===== src/logic/ooo_pkg.sv =====
// shared widths and depths of the reorder-buffer core, referenced by scoped name from each block
`default_nettype none

package ooo_pkg;

	// ==========================================================
	// architectural registers
	// ==========================================================

	// general purpose registers tracked by the scoreboard
	localparam int areg_count = 8;

	// width of a general register index
	localparam int areg_bits = 3;

	// the status register bit sits just above the last general register
	localparam int sr_index = areg_count;

	// ==========================================================
	// reorder buffer
	// ==========================================================

	// number of in-flight entries, each one named by its own tag
	localparam int rob_depth = 8;

	// width of a tag, wide enough to name every entry
	localparam int tag_bits = 3;

endpackage

`default_nettype wire


===== src/logic/commit_stage.sv =====
// commit stage that retires the finished head entry and drives the registered commit bus
`timescale 1ns/100ps
`default_nettype none

module commit_stage (
	input  wire                           clk,
	input  wire                           rst,
	input  wire                           flush,
	input  wire                           head_ready,
	input  wire [ooo_pkg::tag_bits-1:0]   head_tag,
	input  wire [ooo_pkg::areg_bits-1:0]  head_rd,
	input  wire                           head_rfw,
	input  wire                           head_srw,
	output logic                          retire,
	output logic                          commit_v,
	output logic [ooo_pkg::tag_bits-1:0]  commit_id,
	output logic [ooo_pkg::areg_bits-1:0] commit_rd,
	output logic                          commit_rfw,
	output logic                          commit_srw
);

	// at most one entry leaves per cycle and only from the head,
	// which keeps retirement in program order
	// nothing retires while a flush is discarding the buffer
	assign retire = head_ready & ~flush;

	// the commit strobe is a single-cycle pulse after each retiring edge
	always_ff @(posedge clk) begin
		if (rst || flush) begin
			commit_v <= 1'b0;
		end else begin
			commit_v <= retire;
		end
	end

	// the head fields are captured on the same edge that pops the entry
	always_ff @(posedge clk) begin
		if (retire) begin
			commit_id  <= head_tag;
			commit_rd  <= head_rd;
			commit_rfw <= head_rfw;
			commit_srw <= head_srw;
		end
	end

endmodule

`default_nettype wire


===== src/logic/dispatch_tagger.sv =====
// dispatch stage that accepts one instruction per cycle, tags it and tracks youngest writers
`timescale 1ns/100ps
`default_nettype none

module dispatch_tagger (
	input  wire                                                 clk,
	input  wire                                                 rst,
	input  wire                                                 flush,
	input  wire                                                 issue_v,
	input  wire                                                 issue_rfw,
	input  wire [ooo_pkg::areg_bits-1:0]                        issue_rd,
	input  wire                                                 issue_srw,
	input  wire [ooo_pkg::tag_bits-1:0]                         tail_tag,
	input  wire                                                 full,
	output logic                                                issue_ready,
	output logic                                                alloc_v,
	output logic [ooo_pkg::tag_bits-1:0]                        alloc_tag,
	output logic [ooo_pkg::areg_bits-1:0]                       alloc_rd,
	output logic                                                alloc_rfw,
	output logic                                                alloc_srw,
	output logic [ooo_pkg::areg_count-1:0][ooo_pkg::tag_bits-1:0] rf_source,
	output logic [ooo_pkg::tag_bits-1:0]                        sr_source
);

	// ==========================================================
	// acceptance
	// ==========================================================

	// an instruction may enter while the buffer has a free entry
	// and no branch-miss flush is being taken this cycle
	assign issue_ready = ~full & ~flush;

	// the allocate strobe only fires on the accepting edge
	assign alloc_v = issue_v & issue_ready;

	// a new entry always lands at the buffer tail, so the tail pointer is its tag
	assign alloc_tag = tail_tag;
	assign alloc_rd  = issue_rd;
	assign alloc_rfw = issue_rfw;
	assign alloc_srw = issue_srw;

	// ==========================================================
	// youngest-writer table
	// ==========================================================

	// every register remembers the tag of the last dispatched instruction
	// that writes it, and the status register has one slot of its own
	// a retiring writer validates its target only while its tag is still here
	always_ff @(posedge clk) begin
		if (rst) begin
			rf_source <= '0;
			sr_source <= '0;
		end else begin
			if (alloc_v && issue_rfw) begin
				rf_source[issue_rd] <= alloc_tag;
			end
			// status writes are tracked independently of the register write
			if (alloc_v && issue_srw) begin
				sr_source <= alloc_tag;
			end
		end
	end

endmodule

`default_nettype wire


===== src/logic/reg_valid_tracker.sv =====
// scoreboard of register and status valid bits, with a look-ahead vector for read-through
`timescale 1ns/100ps
`default_nettype none

module reg_valid_tracker (
	input  wire                                                 clk,
	input  wire                                                 rst,
	input  wire                                                 flush,
	input  wire                                                 alloc_v,
	input  wire [ooo_pkg::areg_bits-1:0]                        alloc_rd,
	input  wire                                                 alloc_rfw,
	input  wire                                                 alloc_srw,
	input  wire                                                 commit_v,
	input  wire [ooo_pkg::tag_bits-1:0]                         commit_id,
	input  wire [ooo_pkg::areg_bits-1:0]                        commit_rd,
	input  wire                                                 commit_rfw,
	input  wire                                                 commit_srw,
	input  wire [ooo_pkg::areg_count-1:0][ooo_pkg::tag_bits-1:0] rf_source,
	input  wire [ooo_pkg::tag_bits-1:0]                         sr_source,
	output logic [ooo_pkg::sr_index:0]                          rf_v,
	output logic [ooo_pkg::sr_index:0]                          reg_is_valid
);

	// bits forced valid by a branch-miss flush
	logic [ooo_pkg::sr_index:0] flush_set;

	// bits validated by the instruction on the commit bus
	logic [ooo_pkg::sr_index:0] commit_set;

	// bits invalidated by the instruction being dispatched
	logic [ooo_pkg::sr_index:0] alloc_clr;

	// the committing instruction is still the youngest writer of its target
	logic commit_rf_hit;
	logic commit_sr_hit;

	// ==========================================================
	// flush
	// ==========================================================

	// every in-flight entry is discarded, so no register is pending any more
	assign flush_set = {(ooo_pkg::sr_index+1){flush}};

	// ==========================================================
	// commit validation
	// ==========================================================

	// the pending tag may have moved on to a younger writer since this
	// instruction was dispatched, in which case the register stays invalid
	// until that younger writer commits
	assign commit_rf_hit = commit_v & commit_rfw & (rf_source[commit_rd] == commit_id);

	// the status register follows the same youngest-writer rule
	assign commit_sr_hit = commit_v & commit_srw & (sr_source == commit_id);

	always_comb begin
		commit_set = '0;
		if (commit_rf_hit) begin
			commit_set[commit_rd] = 1'b1;
		end
		if (commit_sr_hit) begin
			commit_set[ooo_pkg::sr_index] = 1'b1;
		end
	end

	// ==========================================================
	// dispatch invalidation
	// ==========================================================

	// a dispatched writer makes its target pending from the next cycle on
	always_comb begin
		alloc_clr = '0;
		if (alloc_v && alloc_rfw) begin
			alloc_clr[alloc_rd] = 1'b1;
		end
		if (alloc_v && alloc_srw) begin
			alloc_clr[ooo_pkg::sr_index] = 1'b1;
		end
	end

	// ==========================================================
	// valid bits
	// ==========================================================

	// the look-ahead vector is what rf_v holds after the coming edge,
	// letting a read-through register file see a result a cycle early
	// setting bits by OR leaves an already valid bit untouched, and the
	// dispatch clear is applied last so it beats a commit to the same register
	assign reg_is_valid = (rf_v | flush_set | commit_set) & ~alloc_clr;

	// out of reset nothing is pending
	always_ff @(posedge clk) begin
		if (rst) begin
			rf_v <= '1;
		end else begin
			rf_v <= reg_is_valid;
		end
	end

endmodule

`default_nettype wire


===== src/logic/reorder_buffer.sv =====
// circular reorder buffer holding in-flight entries, marking completions and exposing the head
`timescale 1ns/100ps
`default_nettype none

module reorder_buffer (
	input  wire                           clk,
	input  wire                           rst,
	input  wire                           flush,
	input  wire                           alloc_v,
	input  wire [ooo_pkg::areg_bits-1:0]  alloc_rd,
	input  wire                           alloc_rfw,
	input  wire                           alloc_srw,
	input  wire                           done_v,
	input  wire [ooo_pkg::tag_bits-1:0]   done_id,
	input  wire                           retire,
	output logic [ooo_pkg::tag_bits-1:0]  tail_tag,
	output logic                          full,
	output logic                          head_ready,
	output logic [ooo_pkg::tag_bits-1:0]  head_tag,
	output logic [ooo_pkg::areg_bits-1:0] head_rd,
	output logic                          head_rfw,
	output logic                          head_srw
);

	// per-entry status bits, indexed by tag
	logic [ooo_pkg::rob_depth-1:0] ent_v;
	logic [ooo_pkg::rob_depth-1:0] ent_done;

	// per-entry payload, written on allocate and only read while valid
	logic [ooo_pkg::areg_bits-1:0] ent_rd [ooo_pkg::rob_depth];
	logic [ooo_pkg::rob_depth-1:0] ent_rfw;
	logic [ooo_pkg::rob_depth-1:0] ent_srw;

	// oldest entry, next free entry and number of entries in flight
	logic [ooo_pkg::tag_bits-1:0] head;
	logic [ooo_pkg::tag_bits-1:0] tail;
	logic [ooo_pkg::tag_bits:0]   count;

	// completions naming an entry that is not in flight are dropped
	logic do_done;

	assign do_done = done_v & ent_v[done_id];

	// ==========================================================
	// status outputs
	// ==========================================================

	assign tail_tag = tail;
	assign full     = (count == (ooo_pkg::tag_bits+1)'(ooo_pkg::rob_depth));

	// the head can retire once it holds a finished instruction
	assign head_ready = ent_v[head] & ent_done[head];
	assign head_tag   = head;
	assign head_rd    = ent_rd[head];
	assign head_rfw   = ent_rfw[head];
	assign head_srw   = ent_srw[head];

	// ==========================================================
	// entry state and pointers
	// ==========================================================

	// a flush throws away every entry, so it empties the buffer like reset
	always_ff @(posedge clk) begin
		if (rst || flush) begin
			ent_v    <= '0;
			ent_done <= '0;
			head     <= '0;
			tail     <= '0;
			count    <= '0;
		end else begin
			if (do_done) begin
				ent_done[done_id] <= 1'b1;
			end
			// the tail entry is free, so it never collides with done marking
			if (alloc_v) begin
				ent_v[tail]    <= 1'b1;
				ent_done[tail] <= 1'b0;
				tail           <= tail + 1'b1;
			end
			if (retire) begin
				ent_v[head] <= 1'b0;
				head        <= head + 1'b1;
			end
			// allocate and retire in the same cycle leave the count as it is
			case ({alloc_v, retire})
				2'b10:   count <= count + 1'b1;
				2'b01:   count <= count - 1'b1;
				default: count <= count;
			endcase
		end
	end

	// payload capture at the tail
	always_ff @(posedge clk) begin
		if (alloc_v) begin
			ent_rd[tail]  <= alloc_rd;
			ent_rfw[tail] <= alloc_rfw;
			ent_srw[tail] <= alloc_srw;
		end
	end

endmodule

`default_nettype wire


===== src/logic/rob_core_top.sv =====
// top level of the reorder-buffer scoreboard core, wiring dispatch, buffer, commit and tracker
`timescale 1ns/100ps
`default_nettype none

module rob_core_top (
	input  wire                           clk,
	input  wire                           rst,
	input  wire                           flush,
	input  wire                           issue_v,
	input  wire                           issue_rfw,
	input  wire [ooo_pkg::areg_bits-1:0]  issue_rd,
	input  wire                           issue_srw,
	input  wire                           done_v,
	input  wire [ooo_pkg::tag_bits-1:0]   done_id,
	output logic                          issue_ready,
	output logic                          commit_v,
	output logic [ooo_pkg::tag_bits-1:0]  commit_id,
	output logic [ooo_pkg::areg_bits-1:0] commit_rd,
	output logic [ooo_pkg::sr_index:0]    rf_v,
	output logic [ooo_pkg::sr_index:0]    reg_is_valid
);

	// dispatch to buffer and tracker
	logic                                                 alloc_v;
	logic [ooo_pkg::areg_bits-1:0]                        alloc_rd;
	logic                                                 alloc_rfw;
	logic                                                 alloc_srw;
	logic [ooo_pkg::areg_count-1:0][ooo_pkg::tag_bits-1:0] rf_source;
	logic [ooo_pkg::tag_bits-1:0]                         sr_source;

	// buffer back to dispatch, and buffer head to commit
	logic [ooo_pkg::tag_bits-1:0]  tail_tag;
	logic                          full;
	logic                          head_ready;
	logic [ooo_pkg::tag_bits-1:0]  head_tag;
	logic [ooo_pkg::areg_bits-1:0] head_rd;
	logic                          head_rfw;
	logic                          head_srw;
	logic                          retire;

	// commit bus write flags, only needed by the tracker
	logic commit_rfw;
	logic commit_srw;

	dispatch_tagger u_dispatch (
		.clk(clk), .rst(rst), .flush(flush),
		.issue_v(issue_v), .issue_rfw(issue_rfw), .issue_rd(issue_rd), .issue_srw(issue_srw),
		.tail_tag(tail_tag), .full(full), .issue_ready(issue_ready),
		.alloc_v(alloc_v), .alloc_tag(), .alloc_rd(alloc_rd),
		.alloc_rfw(alloc_rfw), .alloc_srw(alloc_srw),
		.rf_source(rf_source), .sr_source(sr_source)
	);

	reorder_buffer u_rob (
		.clk(clk), .rst(rst), .flush(flush),
		.alloc_v(alloc_v), .alloc_rd(alloc_rd), .alloc_rfw(alloc_rfw), .alloc_srw(alloc_srw),
		.done_v(done_v), .done_id(done_id), .retire(retire),
		.tail_tag(tail_tag), .full(full), .head_ready(head_ready), .head_tag(head_tag),
		.head_rd(head_rd), .head_rfw(head_rfw), .head_srw(head_srw)
	);

	commit_stage u_commit (
		.clk(clk), .rst(rst), .flush(flush),
		.head_ready(head_ready), .head_tag(head_tag), .head_rd(head_rd),
		.head_rfw(head_rfw), .head_srw(head_srw), .retire(retire),
		.commit_v(commit_v), .commit_id(commit_id), .commit_rd(commit_rd),
		.commit_rfw(commit_rfw), .commit_srw(commit_srw)
	);

	reg_valid_tracker u_tracker (
		.clk(clk), .rst(rst), .flush(flush),
		.alloc_v(alloc_v), .alloc_rd(alloc_rd), .alloc_rfw(alloc_rfw), .alloc_srw(alloc_srw),
		.commit_v(commit_v), .commit_id(commit_id), .commit_rd(commit_rd),
		.commit_rfw(commit_rfw), .commit_srw(commit_srw),
		.rf_source(rf_source), .sr_source(sr_source),
		.rf_v(rf_v), .reg_is_valid(reg_is_valid)
	);

endmodule

`default_nettype wire


===== config.mk =====
export PLATFORM = sky130hd
export DESIGN_NAME = rob_core_top
export DESIGN_NICKNAME = d
export VERILOG_FILES = /design/src/logic/ooo_pkg.sv /design/src/logic/commit_stage.sv /design/src/logic/dispatch_tagger.sv /design/src/logic/reg_valid_tracker.sv /design/src/logic/reorder_buffer.sv /design/src/logic/rob_core_top.sv
export SDC_FILE = /design/constraint.sdc
export NUM_CORES = 1
export LEC_CHECK = 0
export ABC_AREA = 1
export CAP_MARGIN = 30
export CORE_ASPECT_RATIO = 1.2
export CORE_MARGIN = 4
export CORE_UTILIZATION = 57
export CTS_CLUSTER_DIAMETER = 150
export DETAILED_ROUTE_END_ITERATION = 8
export DONT_BUFFER_PORTS = 1
export GPL_TIMING_DRIVEN = 0
export PLACE_DENSITY = 0.72
export SLEW_MARGIN = 20
export SYNTH_ARGS = -nofsm -noshare
export SYNTH_HDL_FRONTEND = slang
export SYNTH_SLANG_ARGS = --single-unit

===== constraint.sdc =====
create_clock -name clk -period 2.88 [get_ports clk]
set_clock_uncertainty 0.05 [all_clocks]
set_input_delay 0.144 -clock clk [delete_from_list [all_inputs] [get_ports clk]]
set_output_delay 0.144 -clock clk [all_outputs]
set_load 0.02 [all_outputs]

# Word level (Yosys, flattened, before mapping)
# Memories as Yosys holds them, arrays and structs flattened. A register that Yosys moved wholly into a read port is not among the register bits.
# Cells that the tools add are included.
# totals
out_inout_bits,26
in_bits,13
memories,1
elab_cells,114
register_bits,84
mem_bits_rw,24
# mem_list
memory,depth,width,read_ports,rd_clocked_by_memory_dff,wr,line,rtl
u_rob.ent_rd,8,3,1,1,1,reorder_buffer.sv:30,logic [ooo_pkg::areg_bits-1:0] ent_rd [ooo_pkg::rob_depth];
# op_classes
n_mux,40
n_addsub,4
bitwise_logic,21
n_lt_le_gt_ge,12
n_reduce_logical,10
n_eq_ne,5
# ops
op,count
$mux 8,8
$bwmux 24,1
$lt 3x4->1 const B,5
$or 9x9->9,2
$and 8x8->8,2
$bwmux 8,2
$not 8->8,2
$or 8x8->8,2
$bmux 1 s3,5
$demux 1 s3,5
$ge 3x1->1 const B,5
$mux 1,14
$lt 3x5->1 const B,2
$and 1x1->1,9
$and 9x9->9,1
$bmux 3 s3,1
$demux 3 s3,1
$not 9->9,1
$logic_and 1x1->1,8
$pmux 4 s2,1
$add 3x1->3 const B,2
$eq 3x3->1,2
$mux 3,2
$add 4x1->4 const B,1
7 further kinds,8

# Longest topological paths before layout
# Gate-level depths: netlist of the first run.
# depth
word_depth,9
ltp_mapped,18
ltp_nobuf,17

# Hierarchy
# A second synthesis of the first run with hierarchy kept.
# hier_totals
hier_cells,697
hier_area_um2,5596.6
# modules_own_cells
mod,cells_per_inst,instances,seq_area_each_um2,area_each_um2
reorder_buffer,325,1,1781.7,3104.2
dispatch_tagger,169,1,540.5,1212.4
reg_valid_tracker,190,1,180.2,999.7
commit_stage,13,1,260.2,280.3

# Worst setup path before layout of the first run
# Ideal clock, no wire load.
# synth_timing
path_kind,flip-flop to flip-flop
startpoint,register u_rob.head (netlist bit u_rob.head_tag[0])
endpoint,register u_rob.count[3] (netlist bit)
required_time_ps,2708
setup_slack_ps,588
stages_incl_launch_ff,18
period_less_slack_ps,2292
arrival_time_ps,2120
path_buffers,1
cell_sequence,dfxtp_1 > buf_2 > nand2_1 > o211ai_1 > nand2_1 > nor2_1 > nor2_4 > nand2_4 > clkinv_4 > ha_1 > nand2_1 > inv_1 > nor2_1 > nand3_1 > o31ai_1 > o211ai_1 > o21ai_0 > a21oi_1
# synth_between
elab_chain_cells,6
# synth_rtl
item,line,rtl
start: declaration,reorder_buffer.sv:35,logic [ooo_pkg::tag_bits-1:0] head;
start signal: assignment,reorder_buffer.sv:82,head <= head + 1'b1;
$bmux 1 s3,reorder_buffer.sv:52,assign head_ready = ent_v[head] & ent_done[head];
$mux 1 (implied by the code),reorder_buffer.sv:52,
$and 1x1->1 *,reorder_buffer.sv:52,
$and 1x1->1 *,commit_stage.sv:25,assign retire = head_ready & ~flush;
named net retire,rob_core_top.sv:39,logic retire;
$eq 2x1->1 / $eq 2x2->1 (equally long branches),reorder_buffer.sv:85,"case ({alloc_v, retire})"
$pmux 4 s2 / $reduce_bool 2->1 (equally long branches),-,
end signal: assignment,reorder_buffer.sv:86,2'b10: count <= count + 1'b1;
end signal: assignment,reorder_buffer.sv:87,2'b01: count <= count - 1'b1;
end signal: assignment,reorder_buffer.sv:88,default: count <= count;
end: declaration,reorder_buffer.sv:37,logic [ooo_pkg::tag_bits:0] count;
# Mark *: on every way through the listed nets, which the timed path passes. The rest lies on a longest branch. The select of a mux whose other input is x is not followed.
# A chain may end at the register's enable or synchronous reset.

# Final worst setup path of the first run
# layout_timing
startpoint,register u_rob.head (netlist bit u_rob.head_tag[2])
endpoint,register u_rob.count[3] (netlist bit)
# The elaborated chain is that of the path after synthesis.

==> results.yml, run 1 <==
outcome:
  outcome: "complete, no violations"
sta:
  fmax_mhz: 384.1
  tightest_slew_ns: 0.5339
  drv_slew: 0
  finalHoldViolCount: 0
  slew_headroom_pct: 64.41
  rsz0062_at_grt: "false"
  final.setup.tns_ns: 0
  worst_slack_ns: 0.2764
  period_share_pct: 90.40
  fin_crit_ns: 2.604
  finalSetupViolCount: 0
synth:
  yosysSeqAreaShare_pct: 51.33
  synth_cell_types: 38
  syn_area_um2: 5265
  syn_avg_cell_area_um2: 8.278
  ys_seq_elements: 111
  synth_cells: 636
  synth_warnings: 0
  syn_nets: 654
setup_path:
  crit_slowest_cell: "dfxtp_1"
  endpoint_kind: "flop"
  critPathMaxStageDelay_ns: 0.33
  worstPathCellList: "buf_6 -> nand2_2 -> a21oi_1 -> o21ai_1 -> nand2_1 -> nor2_2 -> nor2_4 -> nand2_4 -> clkinv_4 -> ha_1 -> nand2_1 -> inv_1 -> nor2_1 -> nand3_1 -> o31ai_1 -> o211ai_1 -> o21ai_0 -> a21oi_1"
  required_ns: 3.10
  critPathArrivalTime_ns: 2.83
  start_kind: "flop"
  cp_num_buf_inv: 3
  worstSetupPathType: "reg -> reg"
  cp_max_fo: 14
  critPathTopFamily: "simple AND/OR/NAND/NOR gates"
cells_and_area:
  fin_nets: 676
  layout-drive-gt1-share_pct: 9.955
  synthToLayoutAreaGrowth_pct: 9.506
  final_cell_mix: "97 x inv_1, 90 x nand2_1, 85 x nor2_1"
  layout_commonest_cell: "inv_1"
  antenna_cells: 0
  design_area_um2: 5766
power_and_ir_drop:
  p_leak_nw: 2.261
  p_total_mw: 2.842
  powerDensity_nw_per_um2: 493.0
  ir_drop_uv: 324.4
clocking:
  clk_pin_slew_ns: 0.11
  cts_tree: "yes"
  cts_buffers: 9
  cts_root_buf: "clkbuf_8"
  clk-insertion-delay-late_ns: 0.37
  htree_levels: 3
  clkSinkCount: 111
  post_cts_buffers: 0
  clk_path_buf_depth: 2
route:
  ant_nets: 0
  drc: 0
  via_per_inst: 5.314
  first_pass_iters: 5
  wirelength_um: 11670
  wire_per_inst_um: 14.91
  first_iter_violations: 202
  vias: 4161
die:
  io_pins: 39
  start_util_pct: 58.28
  core_area_um2: 9034
  die_w_um: 95.74
  fp.dieH_um: 113.3
  dieArea_um2: 10840
  row_count: 38
run:
  max_cap_viol_count: 0
placement:
  place_area_um2: 5415
  hpwl_um: 8465
  gp_congestion: 0.8924
  post-place-ws_ns: 0.1893
  io_buffer_count: 0
global_routing:
  grt_usage_pct: 22.62
  grt-ovfl-total: 0
  antenna_found_initial: 0
  grt_pass1_wl_um: 19000
  grt_max_degree: 20
  grt_pass1_vias: 3977
hold_path:
  worstHoldPathType: "in -> reg"
[metal layers]
metal  global-route usage (%)  vias to the layer above  wire length, um
met3                    3.457                       16              552
met1                    29.72                     1936             5141
li1                         -                     2105                -
met2                    37.34                      104             5761
met4                    8.634                        0              217
met5                        0                        -                0
[logic make-up after synthesis]
| logic type | count (synthesis) | synth area share (%) |
|---|---|---|
| adder cells (fa/ha/maj) | 5 | 1.188 |
| flip-flops | 111 | 51.33 |
| buffers and inverters | 125 | 9.838 |
| XOR/XNOR | 7 | 1.164 |
| AO/OA/AOI/OAI | 133 | 13.88 |
| AND/OR/NAND/NOR | 255 | 22.60 |
[where the power goes]
group	total, mW	switching [mW]	internal, mW
Clock	1.06	0.557	0.501
Combinational	0.122	0.0848	0.0374
Sequential	1.66	0.0103	1.65
Total	2.84	0.652	2.19
[synthesized netlist by cell type]
| cell | number | share of area [%] |
|---|---|---|
| inv_1 | 97 | 6.9 |
| nand2_1 | 90 | 6.4 |
| nor2_1 | 88 | 6.3 |
| dfxtp_1 | 63 | 24 |
| a21oi_1 | 51 | 4.8 |
| edfxtp_1 | 48 | 27 |
| o21ai_0 | 38 | 3.6 |
| nand3_1 | 34 | 3.2 |
| o21ai_1 | 28 | 2.7 |
| nor2_4 | 14 | 3.0 |
| clkbuf_1 | 12 | 0.86 |
| nand2_2 | 8 | 0.95 |
| nor3_1 | 8 | 0.76 |
| o211ai_1 | 6 | 0.86 |
| xor2_1 | 6 | 1.0 |
| ha_1 | 5 | 1.2 |
| o2111ai_1 | 5 | 0.83 |
| buf_2 | 4 | 0.38 |
| inv_2 | 4 | 0.29 |
| buf_6 | 3 | 0.64 |
| nand2_4 | 3 | 0.64 |
| nand3b_1 | 3 | 0.43 |
| buf_1 | 2 | 0.14 |
| nand4_1 | 2 | 0.24 |
| a211oi_1 | 1 | 0.14 |
| a31oi_4 | 1 | 0.40 |
| buf_8 | 1 | 0.29 |
| clkinv_4 | 1 | 0.17 |
| inv_6 | 1 | 0.17 |
| nand3_2 | 1 | 0.19 |
| nor2_2 | 1 | 0.12 |
| nor4_1 | 1 | 0.12 |
| o21ai_2 | 1 | 0.17 |
| o21bai_2 | 1 | 0.21 |
| o31ai_1 | 1 | 0.14 |
| or2_0 | 1 | 0.12 |
| or2_1 | 1 | 0.12 |
| xnor2_1 | 1 | 0.17 |
[worst reg2reg max path: stages, from the launching register on]
cell      delay [ns]
dfxtp_1         0.33
buf_6           0.14
nand2_2         0.16
a21oi_1         0.07
o21ai_1         0.08
nand2_1         0.09
nor2_2          0.17
nor2_4          0.05
nand2_4         0.12
clkinv_4        0.16
ha_1            0.28
nand2_1         0.08
inv_1           0.05
nor2_1          0.13
nand3_1         0.11
o31ai_1         0.09
o211ai_1        0.13
o21ai_0         0.16
a21oi_1         0.05
[through the flow]
stage / util [%] / hold WS, ns / instances
floorplan: - / 0.1631 / 636
CTS: 63.67 / 0.004774 / 783
global route: 63.82 / 0.01779 / 783
finish: 63.82 / 0.02303 / 783
detailed placement: 59.94 / 0.1665 / 756
global placement: 59.94 / 0.1650 / 756
[worst paths after layout]
path / slack (ns) / from / to / depth (start not counted)
setup / recovery: 0.28 / u_rob.head_tag[2] / u_rob.count[3] / 18
hold / removal: 0.02 / rst / u_dispatch.rf_source[8] / 3
hold reg to reg: 0.41 / u_rob.ent_done[4] / u_rob.ent_done[4] / 2
setup reg to reg: 0.28 / u_rob.head_tag[2] / u_rob.count[3] / 18
[final cells by class]
class | instances | area [um^2]
multi-input cells | 400 | 2052
fillers | 782 | 3268
repair buffers | 11 | 110.1
clock inverters | 7 | 102.6
plain buffers | 22 | 125.1
clock buffers | 9 | 123.9
flip-flops and latches | 111 | 2705
well taps | 120 | 150.1
inverters | 103 | 396.6
[timing repair]
action                                 4_1_cts  5_1_grt
hold buffers                                11        0
setup endpoints to repair                    0        2
gates resized for setup                      0       10
endpoints found under the hold margin       52        0
[flip-flops by register name (all words and copies together) (netlist names), 4 cells and up]
register and count:
u_rob.ent_v 8, u_rob.ent_rd 24, u_rob.count 4, u_dispatch.rf_source 24, u_rob.ent_srw 8, u_rob.ent_done 8, u_rob.ent_rfw 8, u_tracker.rf_v 9
Power figures use the tool's default switching activity.
==> run 2, diff against run 1 <==
==> constraint.sdc (replaced) <==
create_clock -name clk -period 2.88 [get_ports clk]
set_clock_uncertainty 0.05 [all_clocks]
set_input_delay 0.576 -clock clk [delete_from_list [all_inputs] [get_ports clk]]
set_output_delay 0.576 -clock clk [all_outputs]
set_load 0.02 [all_outputs]
==> run 2 against run 1 <==
The run now ends with setup timing left. Combinational power down 14%. Register-to-register slack about the same. Utilization grew 1.9 points. Hold slack gained 0.19 ns. Sequential power about the same.
==> results.yml, run 2 (synthesis results as in run 1) <==
outcome:
  violations: "setup timing"
  outcome: "finished with violations"
die:
  start_util_pct: 58.28
  io_pins: 39
  row_count: 38
  dieArea_um2: 10840
  fp.dieH_um: 113.3
  core_area_um2: 9034
  die_w_um: 95.74
setup_path:
  critPathTopFamily: "simple AND/OR/NAND/NOR gates"
  cp_max_fo: 8
  required_ns: 2.25
  cp_num_buf_inv: 5
  critPathArrivalTime_ns: 2.26
  worstPathCellList: "buf_6 -> inv_6 -> buf_8 -> nand2_2 -> nand3_2 -> nand2_2 -> o21bai_4 -> nand2_2 -> nor2_4 -> buf_12 -> nand3_2 -> nand2_2 -> nand2_2 -> inv_4"
  crit_top_cell: "nand2_2"
  endpoint_kind: "output pin"
  critPathMaxStageDelay_ns: 0.52
  worstSetupPathType: "reg -> out"
  start_kind: "flop"
  crit_slowest_cell: "edfxtp_1"
cells_and_area:
  multi_input_area_um2: 2217
  layout_commonest_cell: "inv_1"
  layout-drive-gt1-share_pct: 18.76
  postLayoutCoreUtil_pct: 65.68
  fill_cells: 754
  fin_nets: 674
  antenna_cells: 0
  synthToLayoutAreaGrowth_pct: 12.69
  seq_area_um2: 2705
  top_regs: "u_dispatch.rf_source (24), u_rob.ent_rd (24), u_tracker.rf_v (9)"
  final_cell_mix: "89 x inv_1, 83 x nor2_1, 67 x nand2_1"
placement:
  io_buffer_count: 0
  gp_congestion: 0.8924
  hpwl_um: 8465
sta:
  period_share_pct: 100.3
  finalHoldViolCount: 0
  drv_slew: 0
  fin_crit_ns: 2.887
  finalSetupViolCount: 2
  fmax_mhz: 346.3
  slew_headroom_pct: 64.43
  tightest_slew_ns: 0.5335
  rsz0062_at_grt: "true"
  worst_slack_ns: -0.007268
  hold_slack_ns: 0.2090
global_routing:
  antenna_found_initial: 0
  use_met1_pct: 29.81
  grt_max_degree: 20
  met2_usage_pct: 36.87
  grtUsageMet3_pct: 2.726
  grt_pass1_vias: 3978
  top_usage_layer: "met2"
  grt-ovfl-total: 0
  grt_pass1_wl_um: 18880
  grt_usage_pct: 22.33
route:
  ant_nets: 0
  wire_per_inst_um: 14.86
  wirelength_um: 11610
  first_pass_iters: 4
  first_iter_violations: 236
  via_per_inst: 5.305
  drc: 0
  vias: 4143
power_and_ir_drop:
  powerDensity_nw_per_um2: 475.6
  p_leak_nw: 2.275
  ir_drop_uv: 309.9
clocking:
  clk_pin_slew_ns: 0.10
  clk_path_buf_depth: 2
  cts_tree: "yes"
  cts_hold_buf: 0
  cts_buffers: 9
  htree_levels: 3
  clk-insertion-delay-late_ns: 0.37
  cts_root_buf: "clkbuf_8"
  clkSinkCount: 111
hold_path:
  worstHoldPathType: "in -> reg"
run:
  max_cap_viol_count: 0
==> run 2: final cells by class <==
cell class | count | area share, %
flip-flops and latches | 111 | 45.59
inverters | 103 | 7.022
multi-input cells | 400 | 37.37
repair buffers | 9 | 1.561
clock buffers | 9 | 2.088
clock inverters | 7 | 1.729
plain buffers | 22 | 2.109
well taps | 120 | 2.531
==> run 2: path summary, 6_finish.rpt <==
check,end,start,slack (ns),depth (start not counted)
worst max-delay path,reg_is_valid[1],u_commit.commit_rd[0],-0.007,14
worst max register to register,u_rob.count[2],u_rob.head_tag[1],0.29,17
worst min-delay path,u_dispatch.sr_source[0],rst,0.21,1
worst min register to register,u_rob.ent_done[4],u_rob.ent_done[4],0.41,2
==> run 2: metrics by stage <==
step	worst slack, ns	setup TNS [ns]	total power, mW	cells	cell area, um^2
CTS	-0.02826	-0.1366	2.826	777	5749
finish	-0.007268	-0.01122	2.822	781	5933
detailed placement	0.1893	0	1.799	756	5415
global route	-0.1415	-0.9267	2.920	781	5933
global placement	0.2581	0	1.796	756	5415
floorplan	0.5601	0	1.776	636	5265
==> run 2: power by group <==
part	switching [mW]	internal [mW]
Combinational	0.0753	0.0299
Clock	0.553	0.501
Sequential	0.0105	1.65
Total	0.638	2.18
==> run 2: repair_timing <==
item,CTS,global route
gates resized for setup,28,42
endpoints found under the setup margin,8,10
buffers inserted,5,4
pin swaps,8,17
==> run 2: layer usage <==
| metal | routed length, um | share of wire [%] |
|---|---|---|
| met1 | 4992 | 43 |
| met2 | 5855 | 50 |
| met3 | 546 | 4.7 |
| met4 | 214 | 1.8 |
| met5 | 0 | 0 |
==> run 2: worst reg2reg max path: stages (launching register included) <==
cell      delay (ns)
dfxtp_2         0.44
inv_2           0.08
nor2_4          0.19
o21ai_1         0.10
o21ai_1         0.15
nor2_2          0.07
nor2_4          0.09
nand2_4         0.10
clkinv_4        0.15
ha_2            0.25
nand2_1         0.06
inv_1           0.07
nor2_1          0.06
ha_1            0.17
a21oi_1         0.14
xnor2_1         0.09
o21ai_0         0.18
inv_1           0.05
